==> src/logic/uart_rx_pkg.sv <==
// ************************************************
// Widths, bus and status structs, register map
// and reset constants of the UART receiver
// ************************************************
`default_nettype none

package uart_rx_pkg;

  // ************************************************
  // Field widths
  // ************************************************
  // Clock cycles per serial bit
  typedef logic [13:0] bit_period_t;
  // Data bits per packet, legal range 5 to 8
  typedef logic [3:0]  data_size_t;
  typedef logic [7:0]  rx_byte_t;
  typedef logic [2:0]  apb_addr_t;
  typedef logic [7:0]  apb_data_t;

  // ************************************************
  // Bus and status bundles
  // ************************************************
  // Request side of the APB slave port
  typedef struct packed {
    logic      psel;
    logic      penable;
    logic      pwrite;
    apb_addr_t paddr;
    apb_data_t pwdata;
  } apb_req_t;

  // Response side, combinational in the access cycle
  typedef struct packed {
    apb_data_t prdata;
    logic      pslverr;
  } apb_rsp_t;

  // Receiver configuration held by the register block
  typedef struct packed {
    bit_period_t bit_period;
    data_size_t  data_size;
  } rx_cfg_t;

  // Receive buffer contents and flags
  typedef struct packed {
    rx_byte_t rx_data;
    logic     data_ready;
    logic     framing_error;
    logic     overrun_error;
  } rx_status_t;

  // Register map
  localparam apb_addr_t ADDR_DATA_SR  = 3'd0;
  localparam apb_addr_t ADDR_ERROR_SR = 3'd1;
  localparam apb_addr_t ADDR_BIT_CR0  = 3'd2;
  localparam apb_addr_t ADDR_BIT_CR1  = 3'd3;
  localparam apb_addr_t ADDR_DATA_CR  = 3'd4;
  localparam apb_addr_t ADDR_RX_DATA  = 3'd6;

  // Configuration after reset
  localparam bit_period_t RESET_BIT_PERIOD = 14'd10;
  localparam data_size_t  RESET_DATA_SIZE  = 4'd8;

  // Accepted data size window
  localparam data_size_t MIN_DATA_SIZE = 4'd5;
  localparam data_size_t MAX_DATA_SIZE = 4'd8;

endpackage

`default_nettype wire

==> src/logic/apb_uart_regs.sv <==
// ************************************************
// APB slave with bit period and data size registers,
// status readback and the data_read pulse
// ************************************************
`timescale 1ns/10ps
`default_nettype none

module apb_uart_regs
  import uart_rx_pkg::*;
(
  input  logic       tb_clk,
  input  logic       reset,
  input  apb_req_t   apb_req,
  output apb_rsp_t   apb_rsp,
  input  rx_status_t status,
  output rx_cfg_t    cfg,
  output logic       data_read
);

  logic      access;
  logic      wr_access;
  logic      rd_access;
  logic      size_ok;
  logic      addr_err;
  logic      wr_err;
  apb_data_t rd_data;

  // Access phase of a transfer, no wait states
  assign access    = apb_req.psel && apb_req.penable;
  assign wr_access = access && apb_req.pwrite;
  assign rd_access = access && !apb_req.pwrite;

  // Data size must stay inside what the receiver frames
  assign size_ok = (apb_req.pwdata >= MIN_DATA_SIZE) &&
                   (apb_req.pwdata <= MAX_DATA_SIZE);

  // ************************************************
  // Address decode and read mux
  // ************************************************
  always_comb
  begin
    rd_data  = '0;
    addr_err = 1'b0;
    wr_err   = 1'b0;
    case (apb_req.paddr)
      ADDR_DATA_SR:
      begin
        rd_data = {7'd0, status.data_ready};
        wr_err  = 1'b1;
      end
      ADDR_ERROR_SR:
      begin
        // Overrun in bit 1, framing in bit 0
        rd_data = {6'd0, status.overrun_error, status.framing_error};
        wr_err  = 1'b1;
      end
      ADDR_BIT_CR0:
        rd_data = cfg.bit_period[7:0];
      ADDR_BIT_CR1:
        rd_data = {2'd0, cfg.bit_period[13:8]};
      ADDR_DATA_CR:
      begin
        rd_data = {4'd0, cfg.data_size};
        wr_err  = !size_ok;
      end
      ADDR_RX_DATA:
      begin
        rd_data = status.rx_data;
        wr_err  = 1'b1;
      end
      // Addresses 5 and 7 are holes in the map
      default:
        addr_err = 1'b1;
    endcase
  end

  assign apb_rsp.prdata  = rd_data;
  assign apb_rsp.pslverr = access && (addr_err || (apb_req.pwrite && wr_err));

  // ************************************************
  // Configuration registers
  // ************************************************
  always_ff @(posedge tb_clk)
  begin
    if (reset)
    begin
      cfg.bit_period <= RESET_BIT_PERIOD;
      cfg.data_size  <= RESET_DATA_SIZE;
      data_read      <= 1'b0;
    end
    else
    begin
      // One pulse in the cycle after a data register read
      data_read <= rd_access && (apb_req.paddr == ADDR_RX_DATA);
      if (wr_access)
      begin
        case (apb_req.paddr)
          ADDR_BIT_CR0:
            cfg.bit_period[7:0] <= apb_req.pwdata;
          ADDR_BIT_CR1:
            cfg.bit_period[13:8] <= apb_req.pwdata[5:0];
          ADDR_DATA_CR:
          begin
            // Illegal sizes are dropped along with the error
            if (size_ok)
              cfg.data_size <= apb_req.pwdata[3:0];
          end
          default:
            cfg <= cfg;
        endcase
      end
    end
  end

  // Master opens every access phase with a setup phase
  a_apb_setup_access: assert property (@(posedge tb_clk) disable iff (reset)
    apb_req.penable |-> apb_req.psel && $past(apb_req.psel))
  else
    $error("APB access phase without psel or setup phase");

endmodule

`default_nettype wire

==> src/logic/uart_rx_timer.sv <==
// ************************************************
// Bit period down-counter giving mid-bit sample ticks
// ************************************************
`timescale 1ns/10ps
`default_nettype none

module uart_rx_timer
  import uart_rx_pkg::*;
(
  input  logic        tb_clk,
  input  logic        reset,
  input  bit_period_t bit_period,
  input  logic        timer_start,
  input  logic        timer_run,
  output logic        sample_tick
);

  bit_period_t count;
  bit_period_t half_load;
  logic        active;

  // First tick lands half a period after the start edge
  assign half_load = (bit_period >> 1) - 14'd1;

  // Tick on terminal count while armed
  assign sample_tick = active && (count == '0);

  always_ff @(posedge tb_clk)
  begin
    if (reset)
    begin
      count  <= '0;
      active <= 1'b0;
    end
    else if (timer_start)
    begin
      count  <= half_load;
      active <= 1'b1;
    end
    else
    begin
      // Disarm once the controller leaves the packet
      active <= active && timer_run;
      if (active)
      begin
        if (count == '0)
          count <= bit_period - 14'd1;
        else
          count <= count - 14'd1;
      end
    end
  end

  // Controller and timer agree on when a packet is open
  a_tick_in_packet: assert property (@(posedge tb_clk) disable iff (reset)
    sample_tick |-> timer_run)
  else
    $error("sample tick outside a packet");

endmodule

`default_nettype wire

==> src/logic/uart_rx_ctrl.sv <==
// ************************************************
// Input synchronizer, start edge detect and the
// packet FSM of the receiver
// ************************************************
`timescale 1ns/10ps
`default_nettype none

module uart_rx_ctrl
  import uart_rx_pkg::*;
#(
  parameter int SYNC_STAGES = 2
)
(
  input  logic       tb_clk,
  input  logic       reset,
  input  logic       serial_in,
  input  data_size_t data_size,
  input  logic       sample_tick,
  output logic       timer_start,
  output logic       timer_run,
  output logic       serial_sync,
  output logic       shift_en,
  output logic       packet_done,
  output logic       stop_bit
);

  typedef enum logic [2:0] {IDLE, START, DATA, STOP, LOAD} rx_state_t;

  rx_state_t              state;
  rx_state_t              next_state;
  logic [SYNC_STAGES-1:0] sync_q;
  logic                   serial_prev;
  logic                   start_edge;
  logic                   last_bit;
  data_size_t             bit_cnt;

  // ************************************************
  // Synchronizer and edge detect
  // ************************************************
  // Line idles high, so the chain resets to ones
  always_ff @(posedge tb_clk)
  begin
    if (reset)
    begin
      sync_q      <= '1;
      serial_prev <= 1'b1;
    end
    else
    begin
      sync_q      <= {sync_q[SYNC_STAGES-2:0], serial_in};
      serial_prev <= serial_sync;
    end
  end

  assign serial_sync = sync_q[SYNC_STAGES-1];
  assign start_edge  = serial_prev && !serial_sync;

  // ************************************************
  // Packet FSM
  // ************************************************
  assign last_bit = (bit_cnt + 4'd1) >= data_size;

  always_comb
  begin
    next_state = state;
    case (state)
      IDLE:
        if (start_edge)
          next_state = START;
      // High at mid start bit means a glitch
      START:
        if (sample_tick)
          next_state = serial_sync ? IDLE : DATA;
      DATA:
        if (sample_tick && last_bit)
          next_state = STOP;
      STOP:
        if (sample_tick)
          next_state = LOAD;
      LOAD:
        next_state = IDLE;
      default:
        next_state = IDLE;
    endcase
  end

  always_ff @(posedge tb_clk)
  begin
    if (reset)
    begin
      state   <= IDLE;
      bit_cnt <= '0;
    end
    else
    begin
      state <= next_state;
      // Count data samples taken so far
      if (state == START)
        bit_cnt <= '0;
      else if (shift_en)
        bit_cnt <= bit_cnt + 4'd1;
    end
  end

  // Stop sample, qualified later by packet_done
  always_ff @(posedge tb_clk)
  begin
    if ((state == STOP) && sample_tick)
      stop_bit <= serial_sync;
  end

  assign timer_start = (state == IDLE) && start_edge;
  assign timer_run   = (state == START) || (state == DATA) || (state == STOP);
  assign shift_en    = (state == DATA) && sample_tick;
  assign packet_done = (state == LOAD);

  // Buffer loads exactly once per packet
  a_done_one_cycle: assert property (@(posedge tb_clk) disable iff (reset)
    packet_done |=> !packet_done)
  else
    $error("packet_done held longer than one cycle");

endmodule

`default_nettype wire

==> src/logic/uart_rx_shifter.sv <==
// ************************************************
// Serial to parallel shifter, right aligned output
// ************************************************
`timescale 1ns/10ps
`default_nettype none

module uart_rx_shifter
  import uart_rx_pkg::*;
(
  input  logic       tb_clk,
  input  logic       reset,
  input  logic       serial_sync,
  input  logic       shift_en,
  input  data_size_t data_size,
  input  logic       packet_done,
  output rx_byte_t   rx_word
);

  rx_byte_t   shift_q;
  data_size_t align;

  // LSB arrives first, so bits enter at the top
  // Cleared after each packet, buffer samples on the same edge
  always_ff @(posedge tb_clk)
  begin
    if (reset || packet_done)
      shift_q <= '0;
    else if (shift_en)
      shift_q <= {serial_sync, shift_q[7:1]};
  end

  // Short packets sit in the top bits
  assign align = 4'd8 - data_size;

  // Logical shift fills zeros above the top data bit
  assign rx_word = shift_q >> align;

endmodule

`default_nettype wire

==> src/logic/uart_rx_buffer.sv <==
// ************************************************
// One byte receive buffer with ready, framing and
// overrun flags
// ************************************************
`timescale 1ns/10ps
`default_nettype none

module uart_rx_buffer
  import uart_rx_pkg::*;
(
  input  logic       tb_clk,
  input  logic       reset,
  input  logic       packet_done,
  input  logic       stop_bit,
  input  rx_byte_t   rx_word,
  input  logic       data_read,
  output rx_status_t status
);

  always_ff @(posedge tb_clk)
  begin
    if (reset)
    begin
      status.rx_data       <= '1;
      status.data_ready    <= 1'b0;
      status.framing_error <= 1'b0;
      status.overrun_error <= 1'b0;
    end
    else
    begin
      // Software consumed the byte
      if (data_read)
      begin
        status.data_ready    <= 1'b0;
        status.overrun_error <= 1'b0;
      end
      if (packet_done)
      begin
        // Every packet refreshes the framing flag
        status.framing_error <= !stop_bit;
        if (stop_bit)
        begin
          // No back pressure so the new byte always wins
          status.rx_data    <= rx_word;
          status.data_ready <= 1'b1;
          // Unread byte is lost unless read on this same edge
          if (status.data_ready && !data_read)
            status.overrun_error <= 1'b1;
        end
      end
    end
  end

endmodule

`default_nettype wire

==> src/logic/apb_uart_rx.sv <==
// ************************************************
// Top of the APB programmable UART receiver
// ************************************************
`timescale 1ns/10ps
`default_nettype none

module apb_uart_rx
  import uart_rx_pkg::*;
#(
  parameter int SYNC_STAGES = 2
)
(
  input  logic     tb_clk,
  input  logic     reset,
  input  apb_req_t apb_req,
  output apb_rsp_t apb_rsp,
  input  logic     serial_in
);

  // Register block to receive chain
  rx_cfg_t    cfg;
  rx_status_t status;
  logic       data_read;
  // Controller and timer handshake
  logic       timer_start;
  logic       timer_run;
  logic       sample_tick;
  // Datapath strobes
  logic       serial_sync;
  logic       shift_en;
  logic       packet_done;
  logic       stop_bit;
  rx_byte_t   rx_word;

  // ************************************************
  // APB side
  // ************************************************
  apb_uart_regs regs_inst (
    .tb_clk    (tb_clk),
    .reset     (reset),
    .apb_req   (apb_req),
    .apb_rsp   (apb_rsp),
    .status    (status),
    .cfg       (cfg),
    .data_read (data_read)
  );

  // ************************************************
  // Receive chain
  // ************************************************
  uart_rx_ctrl #(
    .SYNC_STAGES (SYNC_STAGES)
  ) ctrl_inst (
    .tb_clk      (tb_clk),
    .reset       (reset),
    .serial_in   (serial_in),
    .data_size   (cfg.data_size),
    .sample_tick (sample_tick),
    .timer_start (timer_start),
    .timer_run   (timer_run),
    .serial_sync (serial_sync),
    .shift_en    (shift_en),
    .packet_done (packet_done),
    .stop_bit    (stop_bit)
  );

  uart_rx_timer timer_inst (
    .tb_clk      (tb_clk),
    .reset       (reset),
    .bit_period  (cfg.bit_period),
    .timer_start (timer_start),
    .timer_run   (timer_run),
    .sample_tick (sample_tick)
  );

  uart_rx_shifter shifter_inst (
    .tb_clk      (tb_clk),
    .reset       (reset),
    .serial_sync (serial_sync),
    .shift_en    (shift_en),
    .data_size   (cfg.data_size),
    .packet_done (packet_done),
    .rx_word     (rx_word)
  );

  uart_rx_buffer buffer_inst (
    .tb_clk      (tb_clk),
    .reset       (reset),
    .packet_done (packet_done),
    .stop_bit    (stop_bit),
    .rx_word     (rx_word),
    .data_read   (data_read),
    .status      (status)
  );

endmodule

`default_nettype wire

==> config.mk <==
export PLATFORM = sky130hd
export DESIGN_NAME = apb_uart_rx
export DESIGN_NICKNAME = d
export VERILOG_FILES = /design/src/logic/uart_rx_pkg.sv /design/src/logic/apb_uart_regs.sv /design/src/logic/uart_rx_timer.sv /design/src/logic/uart_rx_ctrl.sv /design/src/logic/uart_rx_shifter.sv /design/src/logic/uart_rx_buffer.sv /design/src/logic/apb_uart_rx.sv
export SDC_FILE = /design/constraint.sdc
export NUM_CORES = 1
export LEC_CHECK = 0
export ABC_CLOCK_PERIOD_IN_PS = 2900
export CAP_MARGIN = 20
export CORE_MARGIN = 2
export CORE_UTILIZATION = 58
export DETAILED_ROUTE_END_ITERATION = 16
export DONT_BUFFER_PORTS = 1
export PLACE_DENSITY = 0.86
export SLEW_MARGIN = 20
export SYNTH_ARGS = -nofsm -noshare
export SYNTH_HDL_FRONTEND = slang
export SYNTH_HIERARCHICAL = 1
export SYNTH_SLANG_ARGS = --single-unit
==> constraint.sdc <==
create_clock -name tb_clk -period 2.9 [get_ports tb_clk]
set_input_delay 0.435 -clock tb_clk [delete_from_list [all_inputs] [get_ports tb_clk]]
set_output_delay 0.435 -clock tb_clk [all_outputs]
set_load 0.1 [all_outputs]
Word level (Yosys, flattened, before mapping)
Index checks and enable logic that the tools add are counted.
{"block": "op_classes", "addsub": 5, "magnitude_cmp": 3, "eq_ne": 13, "shifts": 1, "mux": 19, "n_reduce_logical": 36}
{"operator": "8-bit case mux with 6 select lines", "count": 1}
{"operator": "14-bit 2-to-1 mux", "count": 3}
{"operator": "14-bit by 1-bit subtractor with 14-bit output (second input constant)", "count": 2}
{"operator": "1-bit logical AND", "count": 15}
{"operator": "3-bit 2-to-1 mux", "count": 5}
{"operator": "14-bit logical NOT", "count": 1}
{"operator": "13-bit by 1-bit subtractor with 14-bit output (second input constant)", "count": 1}
{"operator": "3-bit by 2-bit == test with 1-bit output (second input constant)", "count": 4}
{"operator": "3-bit case mux with 4 select lines", "count": 1}
{"operator": "3-bit == test (second input constant)", "count": 3}
{"operator": "8-bit by 3-bit >= comparator with 1-bit output (second input constant)", "count": 1}
{"operator": "8-bit by 4-bit less-or-equal comparator with 1-bit output (second input constant)", "count": 1}
{"operator": "2-bit by 1-bit inequality test with 1-bit output (second input constant)", "count": 4}
{"operator": "8-bit by 4-bit >> shifter with 8-bit output", "count": 1}
{"operator": "1-bit 2-to-1 mux", "count": 7}
{"operator": "3-bit by 1-bit == test with 1-bit output (second input constant)", "count": 2}
{"operator": "3-bit logical NOT", "count": 2}
{"operator": "2-bit AND reduction", "count": 3}
{"operator": "6-bit OR reduction", "count": 1}
{"operator": "1-bit logical NOT", "count": 5}
{"operator": "4-bit by 1-bit adder with 4-bit output (second input constant)", "count": 1}
{"operator": "4-bit >= comparator", "count": 1}
{"operator": "1-bit logical OR", "count": 4}
{"operator": "4-bit AND reduction", "count": 1}
{"operator": "other kinds (7)", "count": 7}
{"block": "totals", "reg_bits": 64, "in_bits": 17, "out_inout_bits": 9, "word_cells": 93}

Longest topological paths before layout
Gate-level depths: netlist of run 1.
{"block": "depth", "word_depth": 7, "ltp_mapped": 14, "ltp_nobuf": 11}

By module
Netlist of run 1, hierarchy kept.
{"module": "uart_rx_timer", "n_inst": 1, "cells_per_inst": 160, "area_per_inst_um2": 1357.6, "seq_area_each_um2": 300.3}
{"module": "apb_uart_regs", "n_inst": 1, "cells_per_inst": 115, "area_per_inst_um2": 1057.3, "seq_area_each_um2": 380.4}
{"module": "uart_rx_shifter", "n_inst": 1, "cells_per_inst": 66, "area_per_inst_um2": 651.9, "seq_area_each_um2": 160.2}
{"module": "uart_rx_ctrl", "n_inst": 1, "cells_per_inst": 63, "area_per_inst_um2": 580.6, "seq_area_each_um2": 230.2}
{"module": "uart_rx_buffer", "n_inst": 1, "cells_per_inst": 37, "area_per_inst_um2": 412.9, "seq_area_each_um2": 220.2}

Least setup slack after synthesis of run 1
No wires, ideal clock.
{"block": "synth_path", "path_kind": "in2out", "from": "input port apb_req[9] in the netlist's numbering", "to": "output port apb_rsp[0] in the netlist's numbering", "arrival_time_ps": 3158, "required_time_ps": 2465, "path_slack_ps": -693, "path_stages": 5, "n_path_buf": 1, "cell_sequence": "buf_2 -> inv_2 -> nand3_2 -> o21ai_0 -> a211oi_1"}
{"item": "from (decl)", "line_no": "apb_uart_rx.sv:15", "rtl": "input apb_req_t apb_req,"}
{"item": "to (decl)", "line_no": "apb_uart_rx.sv:16", "rtl": "output apb_rsp_t apb_rsp,"}

Worst setup path in the final report of run 1
{"block": "layout_path", "from": "register timer_inst.count[6]", "to": "register timer_inst.count[12]"}
{"block": "layout_between", "elab_chain_cells": 4, "word_cells_on_any_way": 5, "cone_classes": "1 x add/sub; 3 x mux; 1 x reduce/logical"}
{"item": "from (decl)", "line_no": "uart_rx_timer.sv:18", "rtl": "bit_period_t count;"}
{"item": "from (signal assigned)", "line_no": "uart_rx_timer.sv:37", "rtl": "count <= half_load;"}
{"item": "from (signal assigned)", "line_no": "uart_rx_timer.sv:47", "rtl": "count <= bit_period - 14'd1;"}
{"item": "from (signal assigned)", "line_no": "uart_rx_timer.sv:49", "rtl": "count <= count - 14'd1;"}
{"item": "14-bit by 1-bit subtractor with 14-bit output or 14-bit logical NOT (tied branches)", "line_no": "uart_rx_timer.sv:49, uart_rx_timer.sv:46"}
{"item": "14-bit 2-to-1 mux *", "line_no": "uart_rx_timer.sv:46", "rtl": "if (count == '0)"}
{"item": "14-bit 2-to-1 mux *", "line_no": "uart_rx_timer.sv:44", "rtl": "if (active)"}
{"item": "14-bit 2-to-1 mux *", "line_no": "uart_rx_timer.sv:35", "rtl": "else if (timer_start)"}
Mark *: on every way between the ends. The rest lies on a longest branch, timed or not. The select of a mux whose other input is x is not followed.
A chain may end at the register's enable or synchronous reset.

==> flow_summary.ini, run 1 <==
[timing]
hold_violations = 0
tightest_slew_ns = 0.521
slew_headroom_pct = 65.1
finalCritPeriodShare_pct = 95.9
tns_ns = 0
setup_ws_ns = 0.119
slew_violations = 0
max_clock_freq_ghz = 0.360
rsz0062_at_grt = no
min_period_ns = 2.78
skew_ns = 0.0143
setup_viol = 0

[final_layout]
drive_gt1_share_pct = 23.2
fin_cells = 561
num-fill-cells = 528
n_antenna_cell = 0
nets = 484
area_growth_pct = 11.0

[critical_path]
ff2ff_path_depth = 12
r2r_end = timer_inst/count[12]
cp-start-kind = flop
crit_fanout = 5
r2r_slack_ns = 0.12
worstSetupPathType = flop to flop
cp-endpoint = timer_inst/count[12]
worstSetupStartpoint = timer_inst/count[6]
cp.arrival_ns = 3.04
cp-end-kind = flop
crit_required_ns = 3.16
r2r_start = timer_inst/count[6]

[clock_tree]
clk_pin_slew_worst_paths_ns = 0.08
cts_tree = yes
h-tree-depth = 3
cts_buffer_depth = 2
clock_sinks = 64
cts-buffers-inserted = 9
clk_latency_ns = 0.35
cts_root_buf = clkbuf_8

[detailed_routing]
route.detailed.drc = 0
wl_met2_um = 4690
firstDrtPassIters = 5
met1_length_um = 4250
routedWlPerCell_um = 17.0
highest_layer = met4
wl_um = 9550
detail-route-antenna-nets = 0
drtIter0Drc = 334
dr_wl_met3_um = 467
routed-via-count = 3453
via_per_inst = 6.16

[flow_run]
cap_violations = 0

[yosys]
synthFlopType = dfxtp_1
synth_cells = 441
synth.distinct_cells = 77
synth_nets = 465
yosysSeqAreaShare_pct = 31.8
ys_ff_latch = 64
syn_area_um2 = 4060
postSynth.asyncResetShare_pct = 0
synth_edf_count = 1
synth_warnings = 6
synth.avg_cell_area_um2 = 9.21

[placed_design]
place_ws_ns = -0.197
port_buffers = 0
hpwl_um = 6710
place_congestion = 0.952
dpl.cell_count = 539

[grt]
globalRouteTotalUtil_pct = 25.8
antenna_found_initial = 0
grt_pass1_vias = 3385
overflow = 0
grt_max_degree = 60
grt_pass1_wl_um = 15700

[floorplanning]
start_util_pct = 59.8
die_h_um = 87.7
core_um2 = 6790
die_x_um = 87.7
num_io_pins = 26
placementRows = 30
dieArea_um2 = 7690

[pwr]
p_leak_nw = 1.70
cellPowerDensity_nw_per_um2 = 499
irDropWorstVdd_mv = 0.420

[outcome]
status = complete, no violations

[min_path]
hold_class = primary input to flop
[repair_timing]
| action | 4_1_cts | 5_1_grt |
|---|---|---|
| pin swaps | 1 | 3 |
| hold buffers | 0 | 0 |
| gates resized for setup | 0 | 2 |
| cloned | 0 | 0 |
| endpoints found under the hold margin | 0 | 0 |
| endpoints found under the setup margin | 7 | 5 |
| buffers inserted | 2 | 4 |
[worst max-delay path, cell delays in order, from the launching register on]
cell,delay (ns)
dfxtp_2,0.35
or4_4,0.59
nor4_4,0.38
a21oi_1,0.13
nor2_1,0.12
a21oi_1,0.07
ha_1,0.23
o21ai_1,0.13
a311oi_1,0.10
nand2b_2,0.14
buf_4,0.14
o21ai_2,0.06
a311oi_2,0.26
[power by group]
part           leakage (nW)  switching [W]  internal [W]
Combinational          1.09       0.000309      0.000223
Sequential            0.520      0.0000241      0.000902
Clock                0.0907       0.000370      0.000421
[cells in the mapped netlist, types with 3 or more instances]
cell      instances  area share [%]
o211ai_1          4            0.74
dfxtp_1          63              31
buf_2             6            0.74
a211o_1          12             2.6
nor2_1           65             6.0
o21ai_0           9             1.1
o21ai_2           3            0.65
mux2i_1          41              10
or3_2             3            0.55
nor2b_1           7             1.1
nand2_1          18             1.7
a311oi_1          4            0.86
clkbuf_1          5            0.46
xor2_1            4            0.86
nor3_1            9             1.1
a21oi_1          21             2.6
mux4_1            3             1.9
nand2b_1          9             1.4
and3_1            7             1.1
a211oi_2          3            0.92
or2_2             6            0.92
clkbuf_8          4             1.4
nor4_1            5            0.77
or4_4             3            0.83
nor3b_1           5            0.92
mux2_2            3            0.83
a31oi_1           4            0.62
o22ai_1           7             1.1
a211oi_1          9             1.7
xnor2_1           6             1.3
or3_1             7             1.1
ha_1              7             2.2
inv_1            13             1.2
buf_6             5             1.4
nand3_1           4            0.49
[placed cells by master, fill, tap and decap left out, drive strengths merged, types with 3 or more instances in the layout]
cell      instances
nor2             65
dfxtp            63
mux2i            41
buf              31
a21oi            22
nand2            20
inv              14
a211oi           13
a211o            12
nor3             12
o21ai            12
clkbuf           10
nand2b           10
or3              10
nor4              9
and3              8
nor2b             7
ha                7
or2               7
o22ai             7
mux2              7
xnor2             6
nor3b             6
nand3             6
a311oi            6
a31oi             5
xor2              5
clkinvlp          4
o211ai            4
or4               4
mux4              3
o31ai             3
[worst min-delay path by stage]
stage                             start                     to  slack (ns)  depth (start not counted)
global route                      reset    timer_inst/count[6]        0.14                          1
finish                            reset    timer_inst/count[2]        0.16                          1
detailed placement  ctrl_inst/sync_q[0]    ctrl_inst/sync_q[1]        0.40                          1
CTS                               reset    timer_inst/count[2]        0.13                          1
global placement    regs_inst/data_read  buffer_inst/status[0]        0.39                          1
floorplan           ctrl_inst/sync_q[0]    ctrl_inst/sync_q[1]        0.39                          1
[through the flow]
step | area (um^2) | hold WS [ns] | total power [W] | utilization (%)
final | 4510 | 0.163 | 0.00225 | 66.3
after floorplan | 4070 | 0.389 | 0.00135 | -
after global placement | 4250 | 0.395 | 0.00143 | 62.6
after detailed placement | 4250 | 0.399 | 0.00145 | 62.6
after CTS | 4470 | 0.133 | 0.00224 | 65.9
after global routing | 4510 | 0.138 | 0.00234 | 66.3
[sequential cells by signal, indices dropped and copies added, names as in the netlist]
register and flops:
regs_inst/data_read 1, shifter_inst/shift_q 8, ctrl_inst/sync_q 2, buffer_inst/status 11, ctrl_inst/state 3, regs_inst/cfg 18
timer_inst/count 14, ctrl_inst/serial_prev 1, timer_inst/active 1, ctrl_inst/bit_cnt 4, ctrl_inst/stop_bit 1
[layer usage]
| layer | up-vias | track usage (%) |
|---|---|---|
| met5 | - | 0 |
| met4 | 0 | 9.37 |
| met3 | 19 | 5.47 |
| met2 | 134 | 43.0 |
| met1 | 1646 | 32.9 |
| li1 | 1654 | - |
[final cells by class]
class	instances	area, um^2	area share [%]
Sequential cell	64	1290	28.7
Timing Repair Buffer	31	245	5.44
Multi-Input combinational cell	340	2590	57.5
Tap cell	96	120	2.67
Inverter	14	52.6	1.17
Clock inverter	6	68.8	1.53
Clock buffer	10	138	3.05
[cells by family after synthesis]
group | synth area share, %
DFF | 31.8
buffers and inverters | 5.92
and+or+nand+nor | 25.1
muxes | 14.2
AOI/OAI and AO/OA | 18.3
xor gates and xnor gates | 2.56
adders and majority gates | 2.16
Note: power is estimated with default switching activity, not from simulation.
==> inputs of run 2 (changes only) <==
--- a/config.mk
+++ b/config.mk
@@ -8,12 +8,11 @@
 export ABC_CLOCK_PERIOD_IN_PS = 2900
 export CAP_MARGIN = 20
 export CORE_MARGIN = 2
-export CORE_UTILIZATION = 58
+export CORE_UTILIZATION = 57
 export DETAILED_ROUTE_END_ITERATION = 16
 export DONT_BUFFER_PORTS = 1
-export PLACE_DENSITY = 0.86
+export PLACE_DENSITY = 0.85
 export SLEW_MARGIN = 20
 export SYNTH_ARGS = -nofsm -noshare
 export SYNTH_HDL_FRONTEND = slang
-export SYNTH_HIERARCHICAL = 1
 export SYNTH_SLANG_ARGS = --single-unit
==> run 2 against run 1 <==
  * Largest power group unchanged
  * Largest cell class unchanged
  * Fmax up 2.3%
  * Final area down 12%
  * Clock skew down 0.0054 ns
  * Critical path depth down 5
  * Sequential cell count unchanged
  * Highest routed layer unchanged
==> flow_summary.ini, run 2 <==
[final_layout]
top_regs = regs_inst.cfg (18), timer_inst.count (14), buffer_inst.status (11)
largest_reg_flops = 18
layout_commonest_cell = nor2_1
area_growth_pct = 10.6
nets = 453
largest-register = regs_inst.cfg
n_antenna_cell = 0
final_cell_mix = nor2_1 (69), dfxtp_1 (63), mux2i_1 (43)
drive_gt1_share_pct = 16.2
fin_util_pct = 66.1

[clock_tree]
cts_buffer_depth = 2
cts-buffers-inserted = 9
clk_pin_slew_worst_paths_ns = 0.07
clock_sinks = 64
clk_latency_ns = 0.35
cts_tree = yes
h-tree-depth = 3
cts_root_buf = clkbuf_8
cts_hold_buf = 0

[yosys]
synth.distinct_cells = 62
synth_cells = 420
synth_nets = 444
ys_ff_latch = 64
synth_top_cell_by_area = dfxtp_1
synthFlopType = dfxtp_1
yosysSeqAreaShare_pct = 35.9
synthTopCellsByArea = dfxtp_1 (35%), mux2i_1 (12%), nor2_1 (7.6%)
synth_warnings = 0
yosysTopAreaCellShare_pct = 35.0
postSynth.asyncResetShare_pct = 0
synth_edf_count = 1
synth_most_common_cell = nor2_1
yosys-top-cells-count = nor2_1 (73), dfxtp_1 (63), mux2i_1 (43)
syn_area_um2 = 3600
synth.avg_cell_area_um2 = 8.57

[detailed_routing]
drtIter0Drc = 273
via_per_inst = 6.49
routedWlPerCell_um = 17.7
routed-via-count = 3299
detail-route-antenna-nets = 0
route.detailed.drc = 0
wl_um = 8990
firstDrtPassIters = 5

[timing]
rsz0062_at_grt = no
setup_viol = 0
finalCritPeriodShare_pct = 93.8
tightest_slew_ns = 0.935
slew_violations = 0
min_period_ns = 2.72
slew_headroom_pct = 37.5
max_clock_freq_ghz = 0.368
skew_ns = 0.00884
hold_violations = 0
setup_ws_ns = 0.181
tns_ns = 0

[flow_run]
cap_violations = 0

[floorplanning]
core_um2 = 6030
dieArea_um2 = 6970
placementRows = 28
die_h_um = 83.5
start_util_pct = 59.8
die_x_um = 83.5
num_io_pins = 26

[pwr]
p_leak_nw = 1.52
irDropWorstVdd_mv = 0.357
cellPowerDensity_nw_per_um2 = 541

[critical_path]
crit_path_cell_trace = or4b_4 > or4_4 > o211ai_4 > o211ai_4 > nor4_4 > a31oi_1 > a2111oi_2
cpMaxStageDelayCell = or4b_4
cp.depth = 7
worstSetupPathType = flop to flop
cp_top_family = simple AND/OR/NAND/NOR gates
ff2ff_path_depth = 7
cp.arrival_ns = 2.97
crit_fanout = 9
cp-start-kind = flop
cp-end-kind = flop
crit_required_ns = 3.15
worstPathBufferInverterCount = 0
slowest_delay_ns = 0.59
cpMostUsedCell = o211ai_4

[grt]
grt_pass1_wl_um = 14700
globalRouteTotalUtil_pct = 26.0
grt_pass1_vias = 2993
overflow = 0
antenna_found_initial = 0
grt_max_degree = 54

[placed_design]
place_congestion = 0.961
place_ws_ns = 0.241
hpwl_um = 6260
port_buffers = 0

[min_path]
hold_depth = 1
hold_class = primary input to flop

[outcome]
status = complete, no violations
run 2: metrics by stage:
stage | hold WS [ns] | cell area (um^2) | total power, W | instances
global route | 0.148 | 3980 | 0.00223 | 508
floorplan | 0.389 | 3610 | 0.00126 | 420
CTS | 0.145 | 3970 | 0.00215 | 508
global placement | 0.401 | 3750 | 0.00132 | 493
detailed placement | 0.401 | 3750 | 0.00132 | 493
finish | 0.158 | 3980 | 0.00215 | 508
run 2: per-layer routing:
| layer | wire, um | part of all wire (%) | vias to the layer above | global-route usage, % |
|---|---|---|---|---|
| li1 | - | - | 1557 | - |
| met1 | 3850 | 43 | 1544 | 34.9 |
| met2 | 4070 | 45 | 160 | 40.5 |
| met3 | 764 | 8.5 | 38 | 5.44 |
| met4 | 306 | 3.4 | 0 | 11.7 |
| met5 | 0 | 0 | - | 0 |
run 2: final timing paths:
kind	start	to	slack (ns)
worst max-delay path	ctrl_inst.state[0]	timer_inst.count[13]	0.18
worst min-delay path	reset	timer_inst.count[13]	0.16
worst min register to register	ctrl_inst.sync_q[0]	ctrl_inst.sync_q[1]	0.41
worst max register to register	ctrl_inst.state[0]	timer_inst.count[13]	0.18
run 2: cell type report:
type	instances	area [um^2]
multi-input combinational	323	2200
fill	462	2040
sequential	64	1290
clock buffer	13	180
timing repair buffer	19	143
tap	75	93.8
inverter	12	45.0
clock inverter	2	35.0
run 2: cell families (layout without fill, tap and decap cells):
kind of cell / Yosys count / after routing / share of synthesized area (%)
AO/OA/AOI/OAI: 99 / 99 / 18.7
XOR/XNOR: 10 / 10 / 2.43
adder cells (fa/ha/maj): 7 / 7 / 2.43
buffers and inverters: 33 / 46 / 4.86
flip-flops: 64 / 64 / 35.9
multiplexers: 45 / 45 / 12.9
AND/OR/NAND/NOR: 162 / 162 / 22.9
run 2: timing repair:
item,CTS,global route
hold endpoints to repair,0,0
gates resized for setup,0,4
endpoints found under the setup margin,0,2
buffers inserted,0,0
run 2: power breakdown:
group | switching [W] | total [W] | internal, W
Sequential | 0.0000245 | 0.000925 | 0.000901
Combinational | 0.000247 | 0.000397 | 0.000150
Clock | 0.000342 | 0.000833 | 0.000490
Total | 0.000614 | 0.00215 | 0.00154
